[config.mk]
export PLATFORM = sky130hd
export DESIGN_NAME = shared_tlb
export DESIGN_NICKNAME = d
export VERILOG_FILES = /design/src/verilog/tlb_pkg.sv /design/src/verilog/tlb_miss_arbiter.sv /design/src/verilog/tlb_way_store.sv /design/src/verilog/tlb_replacement.sv /design/src/verilog/tlb_hit_select.sv /design/src/verilog/shared_tlb.sv
export SDC_FILE = /design/constraint.sdc
export NUM_CORES = 2
export LEC_CHECK = 0
export BUFFER_PORTS_ARGS = -buffer_cell sky130_fd_sc_hd__buf_4
export CAP_MARGIN = 40
export CORE_ASPECT_RATIO = 1.1
export CORE_UTILIZATION = 63
export DETAILED_ROUTE_END_ITERATION = 16
export GPL_ROUTABILITY_DRIVEN = 0
export PLACE_DENSITY = 0.77
export SYNTH_ARGS = -nofsm -noshare
export SYNTH_HDL_FRONTEND = slang
export SYNTH_SLANG_ARGS = --single-unit
[constraint.sdc]
create_clock -name clk_i -period 7 [get_ports clk_i]
set_clock_uncertainty 0.15 [all_clocks]
set_input_delay 2.1 -clock clk_i [delete_from_list [all_inputs] [get_ports clk_i]]
set_output_delay 2.1 -clock clk_i [all_outputs]
set_load 0.05 [all_outputs]
[src/verilog/tlb_pkg.sv]
package tlb_pkg;

    ////////////////////
    // page numbers
    ////////////////////

    localparam int unsigned VPN_W  = 27;    // sv39 virtual page number
    localparam int unsigned PPN_W  = 20;
    localparam int unsigned ASID_W = 4;

    ////////////////////
    // organisation
    ////////////////////

    localparam int unsigned TLB_SETS = 16;
    localparam int unsigned SET_W    = $clog2(TLB_SETS);  // low vpn bits pick the set

    // set bits are implied by the index, only the rest is stored
    localparam int unsigned TAG_W = VPN_W - SET_W;

    localparam int unsigned TLB_WAYS = 2;
    localparam int unsigned LFSR_W   = 8;   // random victim source

    ////////////////////
    // lookup source
    ////////////////////

    typedef enum logic [1:0] {
        SRC_NONE = 2'd0,
        SRC_ITLB = 2'd1,
        SRC_DTLB = 2'd2
    } req_src_e;

endpackage

[src/verilog/tlb_miss_arbiter.sv]
module tlb_miss_arbiter (
    input  logic                       clk_i,
    input  logic                       rst_ni,
    input  logic                       flush_i,
    input  logic                       enable_translation_i,
    input  logic                       en_ld_st_translation_i,
    input  logic                       itlb_access_i,
    input  logic                       itlb_hit_i,
    input  logic [tlb_pkg::VPN_W-1:0]  itlb_vpn_i,
    input  logic                       dtlb_access_i,
    input  logic                       dtlb_hit_i,
    input  logic [tlb_pkg::VPN_W-1:0]  dtlb_vpn_i,
    input  logic [tlb_pkg::ASID_W-1:0] asid_i,
    output logic                       itlb_miss_o,
    output logic                       dtlb_miss_o,
    output logic [tlb_pkg::SET_W-1:0]  lookup_set_o,
    output tlb_pkg::req_src_e          lookup_src_o,
    output logic [tlb_pkg::VPN_W-1:0]  lookup_vpn_o,
    output logic [tlb_pkg::ASID_W-1:0] lookup_asid_o
);
    import tlb_pkg::*;

    logic             serve_i;
    logic             serve_d;
    logic [VPN_W-1:0] sel_vpn;
    req_src_e         src_q;
    logic [VPN_W-1:0] vpn_q;
    logic [ASID_W-1:0] asid_q;

    // data side wins, fetch only goes when the dtlb is idle
    assign serve_d = !flush_i && en_ld_st_translation_i && dtlb_access_i && !dtlb_hit_i;
    assign serve_i = !flush_i && enable_translation_i && itlb_access_i && !itlb_hit_i
                     && !dtlb_access_i;

    assign itlb_miss_o = serve_i;
    assign dtlb_miss_o = serve_d;

    assign sel_vpn      = serve_d ? dtlb_vpn_i : itlb_vpn_i;
    assign lookup_set_o = sel_vpn[SET_W-1:0];   // way stores read this cycle

    always_ff @(posedge clk_i or negedge rst_ni) begin
        if (!rst_ni) begin
            src_q <= SRC_NONE;
        end else begin
            src_q <= serve_d ? SRC_DTLB : (serve_i ? SRC_ITLB : SRC_NONE);
        end
    end

    // compare operands, only meaningful while src_q is set
    always_ff @(posedge clk_i) begin
        if (serve_d || serve_i) begin
            vpn_q  <= sel_vpn;
            asid_q <= asid_i;
        end
    end

    assign lookup_src_o  = src_q;
    assign lookup_vpn_o  = vpn_q;
    assign lookup_asid_o = asid_q;

    miss_exclusive_a: assert property (@(posedge clk_i) disable iff (!rst_ni)
        !(itlb_miss_o && dtlb_miss_o))
        else $error("itlb and dtlb miss served together");

endmodule

[src/verilog/tlb_way_store.sv]
module tlb_way_store (
    input  logic                         clk_i,
    input  logic                         rst_ni,
    input  logic [tlb_pkg::SET_W-1:0]    rd_set_i,
    input  logic                         wr_en_i,
    input  logic [tlb_pkg::VPN_W-1:0]    wr_vpn_i,
    input  logic [tlb_pkg::ASID_W-1:0]   wr_asid_i,
    input  logic [tlb_pkg::PPN_W-1:0]    wr_ppn_i,
    input  logic                         wr_global_i,
    input  logic                         flush_i,
    input  logic [tlb_pkg::VPN_W-1:0]    flush_vpn_i,
    input  logic [tlb_pkg::ASID_W-1:0]   flush_asid_i,
    output logic [tlb_pkg::TLB_SETS-1:0] valid_vec_o,
    output logic                         rd_valid_o,
    output logic [tlb_pkg::TAG_W-1:0]    rd_tag_o,
    output logic [tlb_pkg::ASID_W-1:0]   rd_asid_o,
    output logic [tlb_pkg::PPN_W-1:0]    rd_ppn_o,
    output logic                         rd_global_o
);
    import tlb_pkg::*;

    logic [TLB_SETS-1:0] valid_q;
    logic [TAG_W-1:0]    tag_q    [TLB_SETS];
    logic [ASID_W-1:0]   asid_q   [TLB_SETS];
    logic [PPN_W-1:0]    ppn_q    [TLB_SETS];
    logic                global_q [TLB_SETS];

    logic [SET_W-1:0]    wr_set;
    logic [SET_W-1:0]    flush_set;
    logic [TAG_W-1:0]    flush_tag;
    logic                flush_vpn_zero;
    logic                flush_asid_zero;
    logic [TLB_SETS-1:0] flush_hit;

    assign wr_set          = wr_vpn_i[SET_W-1:0];
    assign flush_set       = flush_vpn_i[SET_W-1:0];
    assign flush_tag       = flush_vpn_i[VPN_W-1:SET_W];
    assign flush_vpn_zero  = ~(|flush_vpn_i);
    assign flush_asid_zero = ~(|flush_asid_i);

    ////////////////////
    // sfence decode
    ////////////////////

    always_comb begin : flush_match
        for (int s = 0; s < TLB_SETS; s++) begin
            if (flush_vpn_zero && flush_asid_zero) begin
                flush_hit[s] = 1'b1;                                // sfence x0, x0
            end else if (flush_asid_zero) begin
                flush_hit[s] = (SET_W'(s) == flush_set) && (tag_q[s] == flush_tag);
            end else if (!flush_vpn_zero) begin
                // addressed entry in one address space
                flush_hit[s] = (SET_W'(s) == flush_set) && (tag_q[s] == flush_tag)
                               && (asid_q[s] == flush_asid_i) && !global_q[s];
            end else begin
                flush_hit[s] = (asid_q[s] == flush_asid_i) && !global_q[s]; // globals survive
            end
        end
    end

    ////////////////////
    // entry arrays
    ////////////////////

    always_ff @(posedge clk_i or negedge rst_ni) begin
        if (!rst_ni) begin
            valid_q <= '0;
        end else begin
            if (flush_i) begin
                valid_q <= valid_q & ~flush_hit;
            end
            if (wr_en_i) begin
                valid_q[wr_set] <= 1'b1;   // never together with a flush
            end
        end
    end

    always_ff @(posedge clk_i) begin
        if (wr_en_i) begin
            tag_q[wr_set]    <= wr_vpn_i[VPN_W-1:SET_W];
            asid_q[wr_set]   <= wr_asid_i;
            ppn_q[wr_set]    <= wr_ppn_i;
            global_q[wr_set] <= wr_global_i;
        end
    end

    // registered read port, data valid one cycle after rd_set_i
    always_ff @(posedge clk_i or negedge rst_ni) begin
        if (!rst_ni) begin
            rd_valid_o <= 1'b0;
        end else begin
            rd_valid_o <= valid_q[rd_set_i];
        end
    end

    always_ff @(posedge clk_i) begin
        rd_tag_o    <= tag_q[rd_set_i];
        rd_asid_o   <= asid_q[rd_set_i];
        rd_ppn_o    <= ppn_q[rd_set_i];
        rd_global_o <= global_q[rd_set_i];
    end

    assign valid_vec_o = valid_q;

endmodule

[src/verilog/tlb_replacement.sv]
module tlb_replacement (
    input  logic                         clk_i,
    input  logic                         rst_ni,
    input  logic                         upd_valid_i,
    input  logic [tlb_pkg::SET_W-1:0]    upd_set_i,
    input  logic [tlb_pkg::TLB_SETS-1:0] way0_valid_i,
    input  logic [tlb_pkg::TLB_SETS-1:0] way1_valid_i,
    output logic [tlb_pkg::TLB_WAYS-1:0] wr_way_o
);
    import tlb_pkg::*;

    logic [TLB_WAYS-1:0] set_valid;
    logic                set_full;
    logic [LFSR_W-1:0]   lfsr_q;

    assign set_valid = {way1_valid_i[upd_set_i], way0_valid_i[upd_set_i]};
    assign set_full  = &set_valid;

    always_comb begin : pick_way
        wr_way_o = '0;
        if (upd_valid_i) begin
            if (!set_valid[0]) begin
                wr_way_o[0] = 1'b1;             // lowest free way first
            end else if (!set_valid[1]) begin
                wr_way_o[1] = 1'b1;
            end else begin
                wr_way_o[lfsr_q[0]] = 1'b1;     // set full, random victim
            end
        end
    end

    // x^8 + x^6 + x^5 + x^4 + 1, maximal length
    always_ff @(posedge clk_i or negedge rst_ni) begin
        if (!rst_ni) begin
            lfsr_q <= 8'hA5;
        end else if (upd_valid_i && set_full) begin
            lfsr_q <= {lfsr_q[LFSR_W-2:0], lfsr_q[7] ^ lfsr_q[5] ^ lfsr_q[4] ^ lfsr_q[3]};
        end
    end

    way_onehot_a: assert property (@(posedge clk_i) disable iff (!rst_ni)
        upd_valid_i |-> $onehot(wr_way_o))
        else $error("replacement way is not one-hot on update");

endmodule

[src/verilog/tlb_hit_select.sv]
module tlb_hit_select (
    input  tlb_pkg::req_src_e                                  lookup_src_i,
    input  logic [tlb_pkg::VPN_W-1:0]                          lookup_vpn_i,
    input  logic [tlb_pkg::ASID_W-1:0]                         lookup_asid_i,
    input  logic [tlb_pkg::TLB_WAYS-1:0]                       way_valid_i,
    input  logic [tlb_pkg::TLB_WAYS-1:0][tlb_pkg::TAG_W-1:0]   way_tag_i,
    input  logic [tlb_pkg::TLB_WAYS-1:0][tlb_pkg::ASID_W-1:0]  way_asid_i,
    input  logic [tlb_pkg::TLB_WAYS-1:0][tlb_pkg::PPN_W-1:0]   way_ppn_i,
    input  logic [tlb_pkg::TLB_WAYS-1:0]                       way_global_i,
    output logic                                               shared_hit_o,
    output logic                                               itlb_refill_valid_o,
    output logic                                               dtlb_refill_valid_o,
    output logic [tlb_pkg::VPN_W-1:0]                          refill_vpn_o,
    output logic [tlb_pkg::ASID_W-1:0]                         refill_asid_o,
    output logic [tlb_pkg::PPN_W-1:0]                          refill_ppn_o,
    output logic                                               refill_global_o
);
    import tlb_pkg::*;

    logic [TAG_W-1:0]    lookup_tag;
    logic [TLB_WAYS-1:0] way_hit;
    logic                any_hit;

    assign lookup_tag = lookup_vpn_i[VPN_W-1:SET_W];

    always_comb begin : tag_compare
        for (int w = 0; w < TLB_WAYS; w++) begin
            way_hit[w] = way_valid_i[w] && (way_tag_i[w] == lookup_tag)
                         && ((way_asid_i[w] == lookup_asid_i) || way_global_i[w]);
        end
    end

    assign any_hit = (|way_hit) && (lookup_src_i != SRC_NONE);

    // mux out the hitting way
    always_comb begin : refill_mux
        refill_ppn_o    = '0;
        refill_global_o = 1'b0;
        for (int w = 0; w < TLB_WAYS; w++) begin
            if (way_hit[w]) begin
                refill_ppn_o    = way_ppn_i[w];
                refill_global_o = way_global_i[w];
            end
        end
    end

    assign shared_hit_o        = any_hit;
    assign itlb_refill_valid_o = any_hit && (lookup_src_i == SRC_ITLB);
    assign dtlb_refill_valid_o = any_hit && (lookup_src_i == SRC_DTLB);
    assign refill_vpn_o        = lookup_vpn_i;
    assign refill_asid_o       = lookup_asid_i;

    // a page lives in one way only since the walker refills on misses
    multi_hit_a: assert final ($onehot0(way_hit) || (lookup_src_i == SRC_NONE))
        else $error("both ways hit the same lookup");

endmodule

[src/verilog/shared_tlb.sv]
module shared_tlb (
    input  logic                       clk_i,
    input  logic                       rst_ni,
    // csr
    input  logic                       enable_translation_i,
    input  logic                       en_ld_st_translation_i,
    input  logic [tlb_pkg::ASID_W-1:0] asid_i,
    // l1 tlb misses
    input  logic                       itlb_access_i,
    input  logic                       itlb_hit_i,
    input  logic [tlb_pkg::VPN_W-1:0]  itlb_vpn_i,
    input  logic                       dtlb_access_i,
    input  logic                       dtlb_hit_i,
    input  logic [tlb_pkg::VPN_W-1:0]  dtlb_vpn_i,
    // walker update
    input  logic                       upd_valid_i,
    input  logic [tlb_pkg::VPN_W-1:0]  upd_vpn_i,
    input  logic [tlb_pkg::ASID_W-1:0] upd_asid_i,
    input  logic [tlb_pkg::PPN_W-1:0]  upd_ppn_i,
    input  logic                       upd_global_i,
    // sfence.vma
    input  logic                       flush_i,
    input  logic [tlb_pkg::ASID_W-1:0] flush_asid_i,
    input  logic [tlb_pkg::VPN_W-1:0]  flush_vpn_i,
    // misses and refill
    output logic                       itlb_miss_o,
    output logic                       dtlb_miss_o,
    output logic                       itlb_refill_valid_o,
    output logic                       dtlb_refill_valid_o,
    output logic [tlb_pkg::VPN_W-1:0]  refill_vpn_o,
    output logic [tlb_pkg::ASID_W-1:0] refill_asid_o,
    output logic [tlb_pkg::PPN_W-1:0]  refill_ppn_o,
    output logic                       refill_global_o,
    output logic                       shared_hit_o
);
    import tlb_pkg::*;

    logic [SET_W-1:0]                  lookup_set;
    req_src_e                          lookup_src;
    logic [VPN_W-1:0]                  lookup_vpn;
    logic [ASID_W-1:0]                 lookup_asid;

    logic [TLB_WAYS-1:0]               wr_way;
    logic [TLB_WAYS-1:0]               way_wr_en;
    logic [TLB_SETS-1:0]               way0_valid_vec;
    logic [TLB_SETS-1:0]               way1_valid_vec;

    logic [TLB_WAYS-1:0]               way_valid;
    logic [TLB_WAYS-1:0][TAG_W-1:0]    way_tag;
    logic [TLB_WAYS-1:0][ASID_W-1:0]   way_asid;
    logic [TLB_WAYS-1:0][PPN_W-1:0]    way_ppn;
    logic [TLB_WAYS-1:0]               way_global;

    tlb_miss_arbiter i_arbiter (
        .clk_i                  (clk_i),
        .rst_ni                 (rst_ni),
        .flush_i                (flush_i),
        .enable_translation_i   (enable_translation_i),
        .en_ld_st_translation_i (en_ld_st_translation_i),
        .itlb_access_i          (itlb_access_i),
        .itlb_hit_i             (itlb_hit_i),
        .itlb_vpn_i             (itlb_vpn_i),
        .dtlb_access_i          (dtlb_access_i),
        .dtlb_hit_i             (dtlb_hit_i),
        .dtlb_vpn_i             (dtlb_vpn_i),
        .asid_i                 (asid_i),
        .itlb_miss_o            (itlb_miss_o),
        .dtlb_miss_o            (dtlb_miss_o),
        .lookup_set_o           (lookup_set),
        .lookup_src_o           (lookup_src),
        .lookup_vpn_o           (lookup_vpn),
        .lookup_asid_o          (lookup_asid)
    );

    ////////////////////
    // ways
    ////////////////////

    assign way_wr_en = flush_i ? '0 : wr_way;   // flush drops a same-cycle update

    tlb_way_store i_way0 (
        .clk_i        (clk_i),
        .rst_ni       (rst_ni),
        .rd_set_i     (lookup_set),
        .wr_en_i      (way_wr_en[0]),
        .wr_vpn_i     (upd_vpn_i),
        .wr_asid_i    (upd_asid_i),
        .wr_ppn_i     (upd_ppn_i),
        .wr_global_i  (upd_global_i),
        .flush_i      (flush_i),
        .flush_vpn_i  (flush_vpn_i),
        .flush_asid_i (flush_asid_i),
        .valid_vec_o  (way0_valid_vec),
        .rd_valid_o   (way_valid[0]),
        .rd_tag_o     (way_tag[0]),
        .rd_asid_o    (way_asid[0]),
        .rd_ppn_o     (way_ppn[0]),
        .rd_global_o  (way_global[0])
    );

    tlb_way_store i_way1 (
        .clk_i        (clk_i),
        .rst_ni       (rst_ni),
        .rd_set_i     (lookup_set),
        .wr_en_i      (way_wr_en[1]),
        .wr_vpn_i     (upd_vpn_i),
        .wr_asid_i    (upd_asid_i),
        .wr_ppn_i     (upd_ppn_i),
        .wr_global_i  (upd_global_i),
        .flush_i      (flush_i),
        .flush_vpn_i  (flush_vpn_i),
        .flush_asid_i (flush_asid_i),
        .valid_vec_o  (way1_valid_vec),
        .rd_valid_o   (way_valid[1]),
        .rd_tag_o     (way_tag[1]),
        .rd_asid_o    (way_asid[1]),
        .rd_ppn_o     (way_ppn[1]),
        .rd_global_o  (way_global[1])
    );

    tlb_replacement i_repl (
        .clk_i        (clk_i),
        .rst_ni       (rst_ni),
        .upd_valid_i  (upd_valid_i),
        .upd_set_i    (upd_vpn_i[SET_W-1:0]),
        .way0_valid_i (way0_valid_vec),
        .way1_valid_i (way1_valid_vec),
        .wr_way_o     (wr_way)
    );

    tlb_hit_select i_hit (
        .lookup_src_i        (lookup_src),
        .lookup_vpn_i        (lookup_vpn),
        .lookup_asid_i       (lookup_asid),
        .way_valid_i         (way_valid),
        .way_tag_i           (way_tag),
        .way_asid_i          (way_asid),
        .way_ppn_i           (way_ppn),
        .way_global_i        (way_global),
        .shared_hit_o        (shared_hit_o),
        .itlb_refill_valid_o (itlb_refill_valid_o),
        .dtlb_refill_valid_o (dtlb_refill_valid_o),
        .refill_vpn_o        (refill_vpn_o),
        .refill_asid_o       (refill_asid_o),
        .refill_ppn_o        (refill_ppn_o),
        .refill_global_o     (refill_global_o)
    );

endmodule

== Word-level counts from Yosys, hierarchy flattened ==
Memories as Yosys holds them, arrays and structs flattened. A register that Yosys moved wholly into a read port is not among the register bits.
Cells that the tools add are included.

* Output and inout bits: 57
* RAM bits: 1536
* Input port bits: 151
* Register bits after elaboration: 75
* Memories: 8

{| class="wikitable"
|+ Memory list
! name !! depth !! width !! rd ports !! clocked after memory_dff !! wr ports !! RTL line !! RTL
|-
| i_way0.tag_q || 16 || 23 || 17 || 1 || 1 || tlb_way_store.sv:23 || <nowiki>logic [TAG_W-1:0] tag_q [TLB_SETS];</nowiki>
|-
| i_way1.tag_q || 16 || 23 || 17 || 1 || 1 || tlb_way_store.sv:23 ||
|-
| i_way0.ppn_q || 16 || 20 || 1 || 1 || 1 || tlb_way_store.sv:25 || <nowiki>logic [PPN_W-1:0] ppn_q [TLB_SETS];</nowiki>
|-
| i_way1.ppn_q || 16 || 20 || 1 || 1 || 1 || tlb_way_store.sv:25 ||
|-
| i_way0.asid_q || 16 || 4 || 17 || 1 || 1 || tlb_way_store.sv:24 || <nowiki>logic [ASID_W-1:0] asid_q [TLB_SETS];</nowiki>
|-
| i_way1.asid_q || 16 || 4 || 17 || 1 || 1 || tlb_way_store.sv:24 ||
|-
| +2 memories || - || - || - || - || - || - ||
|}

* Bitwise gates (word level): 11
* Mux-type cells: 129
* Equal/unequal tests: 85
* Reduce and logical (&&, ||, !) cells: 191
* Magnitude comparators: 5

{| class="wikitable"
|+ Operators by type and width
! cell !! count
|-
| $eq 23x23->1 || 34
|-
| $logic_and 1x1->1 || 146
|-
| $eq 4x4->1 || 34
|-
| $mux 1 || 113
|-
| $mux 16 || 4
|-
| $mux 20 || 2
|-
| $logic_not 1->1 || 36
|-
| $and 16x16->16 || 2
|-
| $eq 4x4->1 const A || 8
|-
| $not 16->16 || 2
|-
| $or 16x16->16 || 2
|-
| $mux 27 || 1
|-
| $reduce_or 27->1 || 1
|-
| $bmux 1 s4 || 4
|-
| $eq 3x4->1 const A || 4
|-
| $lt 4x5->1 const B || 2
|-
| $eq 2x4->1 const A || 2
|-
| $mux 2 || 3
|-
| $demux 1 s4 || 1
|-
| $eq 1x4->1 const A || 1
|-
| $ge 4x1->1 const B || 1
|-
| $logic_not 4->1 || 1
|-
| $reduce_or 4->1 || 1
|-
| $logic_or 1x1->1 || 3
|-
| 10 further kinds || 13
|}

== Longest topological paths before layout ==
An unclocked memory read counts as a cell.

* Depth in word-level cells: 13
* Mapped depth: 12
* Mapped depth without buffers: 7

== Hierarchy ==
A second synthesis with hierarchy kept.

* Cells, all modules: 4091
* Area, all modules: 75628.8 um^2

{| class="wikitable"
|+ Modules (own cells, without submodules)
! module !! instances !! area each (um^2) !! cells each
|-
| tlb_way_store at i_way0 || 1 || 36249.8 || 1895
|-
| tlb_way_store at i_way1 || 1 || 35919.4 || 1888
|-
| tlb_miss_arbiter || 1 || 1446.4 || 73
|-
| tlb_hit_select || 1 || 1322.5 || 180
|-
| tlb_replacement || 1 || 678.2 || 53
|-
| shared_tlb || 1 || 12.5 || 2
|}

== Worst setup path after synthesis ==
Ideal clock, no wire load.

* Kind: input port to flip-flop
* Start point: input port upd_vpn_i[1] in the netlist's numbering
* End point: memory i_way1.asid_q[2][0] (enable)
* Setup slack: -1.519 ns
* Stages on the path: 7
* Arrival time: 7.793 ns
* Data required time: 6.274 ns
* Library setup time: 0.576 ns
* Cell sequence: buf_2 > buf_2 > mux2i_1 > nand3b_1 > nand4_1 > nor3_2 > nor4_1

* Cells in the longest elaborated chain, start to end: 8
* Elaborated cells between the ends (all ways): 10
* Classes of those cells: 10 x mux

{| class="wikitable"
|+ RTL lines
! item !! RTL line !! RTL
|-
| start: declaration || shared_tlb.sv:17 || <nowiki>input logic [tlb_pkg::VPN_W-1:0] upd_vpn_i,</nowiki>
|-
| $bmux 1 s4 || tlb_replacement.sv:16 || <nowiki>assign set_valid = {way1_valid_i[upd_set_i], way0_valid_i[upd_set_i]};</nowiki>
|-
| $mux 1 (not written as such) || tlb_replacement.sv:16 ||
|-
| $mux 1 || tlb_replacement.sv:24 || <nowiki>end else if (!set_valid[1]) begin</nowiki>
|-
| $mux 1 || tlb_replacement.sv:22 || <nowiki>if (!set_valid[0]) begin</nowiki>
|-
| $mux 2 || tlb_replacement.sv:21 || <nowiki>if (upd_valid_i) begin</nowiki>
|-
| $mux 2 || shared_tlb.sv:79 || <nowiki>assign way_wr_en = flush_i ? '0 : wr_way;</nowiki>
|-
| $mux 1 || tlb_way_store.sv:79 || <nowiki>if (wr_en_i) begin</nowiki>
|-
| $mux 1 (not written as such) || tlb_way_store.sv:81 || <nowiki>asid_q[wr_set] <= wr_asid_i;</nowiki>
|-
| end: declaration || tlb_way_store.sv:24 ||
|}

Several ways; a longest one is shown, not always the timed one. The select of a mux whose other input is x is not followed.

== Worst setup path after layout ==
* Start point: register i_arbiter.vpn_q[26], in the netlist i_arbiter.lookup_vpn_o[26]
* End point: output port refill_ppn_o[3] in the netlist's numbering

* Cells in the longest elaborated chain, start to end: 5
* Elaborated cells between the ends (all ways): 8
* Classes of those cells: 2 x eq/ne; 2 x mux; 4 x reduce/logical

{| class="wikitable"
|+ RTL lines
! item !! RTL line !! RTL
|-
| start: declaration || tlb_miss_arbiter.sv:27 || <nowiki>logic [VPN_W-1:0] vpn_q;</nowiki>
|-
| start signal: assignment || tlb_miss_arbiter.sv:52 || <nowiki>vpn_q <= sel_vpn;</nowiki>
|-
| $eq 23x23->1 || tlb_hit_select.sv:28 || <nowiki>way_hit[w] = way_valid_i[w] && (way_tag_i[w] == lookup_tag)</nowiki>
|-
| $logic_and 1x1->1 || tlb_hit_select.sv:28 ||
|-
| $logic_and 1x1->1 || tlb_hit_select.sv:29 || <nowiki>&& ((way_asid_i[w] == lookup_asid_i) || way_global_i[w]);</nowiki>
|-
| $mux 20 || tlb_hit_select.sv:40 || <nowiki>if (way_hit[w]) begin</nowiki>
|-
| $mux 20 * || tlb_hit_select.sv:40 ||
|-
| end: declaration || shared_tlb.sv:32 || <nowiki>output logic [tlb_pkg::PPN_W-1:0] refill_ppn_o,</nowiki>
|}

Mark *: on every way between the ends. The rest lies on a longest branch, timed or not.

==> flow_summary_export.csv <==
group,metric,value,unit
power,sw_frac_of_total,24.8,%
grt,grt_max_degree,176,
power,finalPower,22.4,mW
route,vias,53179,
logic_synthesis,yosys-top-cells-area,"edfxtp_1 62%, xnor2_1 5.9%, nand2_1 5.2%",
logic_synthesis,avgSynthCellArea,13.0,um^2
cts,insertion_delay,0.83,ns
cts,cts_made_buffers,167,
cts,cts.sinks,1707,
final_layout,syn2layout_area_growth,12.1,%
logic_synthesis,syn_nets,5932,
logic_synthesis,synth_ff_type,"edfxtp_1",
cts,cts_tree,"built",
logic_synthesis,synth_largest_area_cell,"edfxtp_1",
critical_path,path_delay_family,"simple AND/OR/NAND/NOR gates",
critical_path,critPathBufInv,2,
route,initialDrtViolationCount,9196,
hold_path,min-delay-path-class,"reg2reg",
logic_synthesis,syn_inst,5781,
grt,grt_usage,41.1,%
critical_path,cp.required,4.75,ns
logic_synthesis,synth_top_area_share,62.4,%
grt,antenna_found_initial,7,
floorplanning,rows,132,
route,ant_nets,0,
final_layout,finalCoreUtilization,71.4,%
timing,relSlewSlack,22.4,%
final_layout,layout-drive-gt1-share,12.6,%
cts,cts_max_level,4,
critical_path,cpMostUsedCell,"buf_4",
floorplanning,die_h,365,um
place,hpwl,149000,um
outcome,status,"finished clean",
route,drt-vias-per-instance,7.00,
route,drt_first_pass_iters,8,
timing,setup_viol,0,
cts,postCtsSetupRepairBufs,0,
critical_path,crit_path_max_fanout,33,
power,clkPwrFrac,39.4,%
floorplanning,pin_count,208,
cts,ctsHoldBuffers,0,
timing,rsz0062_at_grt,"no",
critical_path,slowest_delay,0.87,ns
route,drc,0,
floorplanning,core,118000,um^2
route,wirelength,248000,um
logic_synthesis,syn_area,75400,um^2
floorplanning,die-area,121000,um^2
floorplanning,initial_core_util,63.7,%
cts,ctsResizeCount,0,
floorplanning,die_x,332,um
timing,final.period_utilization,95.3,%
power,leakagePower,28.1,nW
timing,hold_violations,0,
logic_synthesis,synth.distinct_cells,49,
critical_path,cp-end-kind,"primary output",
grt,grt_first_pass_wirelength,355000,um
logic_synthesis,synth-seq-cells,1707,
power,power.density,265,nW/um^2
flow_run,cap_viol_max_count,0,
timing,finalSetupTns,0,ns
timing,fin_crit,6.67,ns
grt,grt_pass1_vias,51531,
logic_synthesis,yosysWarningCount,0,
logic_synthesis,synth_edf_count,1567,
critical_path,path_class,"reg2out",
route,avgRoutedWirePerCell,32.7,um
grt,grt_overflow,0,
power,ir_worst_vdd,0.237,mV
critical_path,cp-start-kind,"flip-flop",
power,power_switching,5.55,mW
timing,worst_pin_slew,1.16,ns
cts,path_clk_slew,0.06,ns
power,seqPwrFrac,51.3,%
power,p_comb_share,9.3,%
logic_synthesis,ys_seq_area_share,66.5,%
cts,clockRootBuffer,"clkbuf_16",
critical_path,worstPathArrival,4.42,ns
logic_synthesis,async_flop_share,2.58,%
place,port-buffer-count,207,
critical_path,cp_slowest_cell,"or4_2",
final_layout,fin_nets,6052,
timing,slew_violations,0,
power,internal_power,16.8,mW
cts,clockBufferDepth,3,
critical_path,worstPathCellList,"xor2_1 > nor4_1 > nand4_1 > or4_2 > buf_4 > o21ai_0 > buf_4",
timing,max_freq,0.150,GHz
[worst register-to-register path: cells and delay by family (launching register included)]
| kind | cells | cell delay (ns) |
|---|---|---|
| buffers and inverters | 2 | 0.69 |
| DFF | 1 | 0.39 |
| and+or+nand+nor | 4 | 1.70 |
| muxes | 1 | 0.11 |
| AOI/OAI and AO/OA | 1 | 0.33 |
[cell usage after synthesis, types with 95 or more instances]
library cell / count
edfxtp_1: 1567
nand2_1: 1038
xnor2_1: 505
xor2_1: 416
nand3_1: 386
a21oi_1: 288
clkbuf_1: 221
nand4_1: 216
nor4_1: 150
a221oi_1: 114
dfxtp_1: 96
nor3_1: 95
[per-stage QoR]
stage          worst slack, ns  cells  cell area, um^2  hold WS (ns)
2_1_floorplan            -1.52   5781            75400         0.316
3_5_place_dp              1.12   7267            79100         0.343
3_3_place_gp              1.16   7241            78700         0.330
6_report                 0.326   7595            84500         0.362
4_1_cts                  0.432   7583            84400         0.359
5_1_grt                  0.322   7592            84500         0.382
[sequential cells by signal, indices dropped and copies added (netlist names), 23 cells and up]
name                    count
i_way0.tag_q              368
i_way1.tag_q              368
i_way0.ppn_q              320
i_way1.ppn_q              320
i_way0.asid_q              64
i_way1.asid_q              64
i_arbiter.lookup_vpn_o     27
i_way0.rd_tag_o            23
i_way1.rd_tag_o            23
[logic make-up (layout without fill, tap and decap cells)]
logic type	Yosys count	count (layout)	synth area share [%]
other	0	6	0
multiplexers	152	152	3.38
XOR/XNOR	921	921	10.7
flip-flops	1707	1707	66.5
AND/OR/NAND/NOR	1970	1970	12.0
AO/OA/AOI/OAI	606	606	5.15
buffers and inverters	425	692	2.32
[area by class of cell]
class,count,area (um^2)
Sequential cell,1707,50100
Clock buffer,237,4630
Multi-Input combinational cell,3649,23900
Antenna cell,6,15.0
Fill cell,7673,33800
Timing Repair Buffer,349,3080
Clock inverter,79,673
Tap cell,1541,1930
Inverter,27,124
[final timing paths]
| check | from | endpoint | slack (ns) | depth (start not counted) |
|---|---|---|---|---|
| worst max-delay path | i_arbiter.lookup_vpn_o[26] | refill_ppn_o[3] | 0.33 | 7 |
| worst min-delay path | i_repl.lfsr_q[1] | i_repl.lfsr_q[1] | 0.36 | 1 |
| worst max register to register | i_way1.valid_vec_o[9] | i_way0.ppn_q[2][7] | 3.29 | 8 |
| worst min register to register | i_repl.lfsr_q[1] | i_repl.lfsr_q[1] | 0.36 | 1 |
| max in group asynchronous | rst_ni | i_way0.valid_vec_o[13] | 5.14 | 1 |
| min in group asynchronous | rst_ni | i_way1.valid_vec_o[11] | 1.14 | 1 |
[power groups by stage]
stage / sequential, mW / clock, mW / combinational (mW)
2_1_floorplan: 11.7 / 0 / 1.15
3_3_place_gp: 11.7 / 0 / 1.94
3_5_place_dp: 11.7 / 0 / 1.99
4_1_cts: 11.5 / 8.80 / 2.00
5_1_grt: 11.5 / 9.20 / 2.15
6_report: 11.5 / 8.82 / 2.08
[layout by cell type, fill, tap and decap left out, types with 53 or more instances in the layout]
master and count:
a21oi_1 288, a221oi_1 114, buf_4 308, clkbuf_1 53, clkbuf_16 169, dfxtp_1 96, edfxtp_1 1567, mux4_2 77
nand2_1 1038, nand3_1 386, nand4_1 216, nor3_1 94, nor4_1 132, xnor2_1 505, xor2_1 416
[metal layers]
layer	up-vias	routed length, um	global-route usage, %
li1	21566	-	-
met1	25702	80300	51.8
met2	4876	111000	62.7
met3	1035	36600	10.8
met4	0	20400	28.4
met5	-	0	0
(Power assumes the default switching activity.)
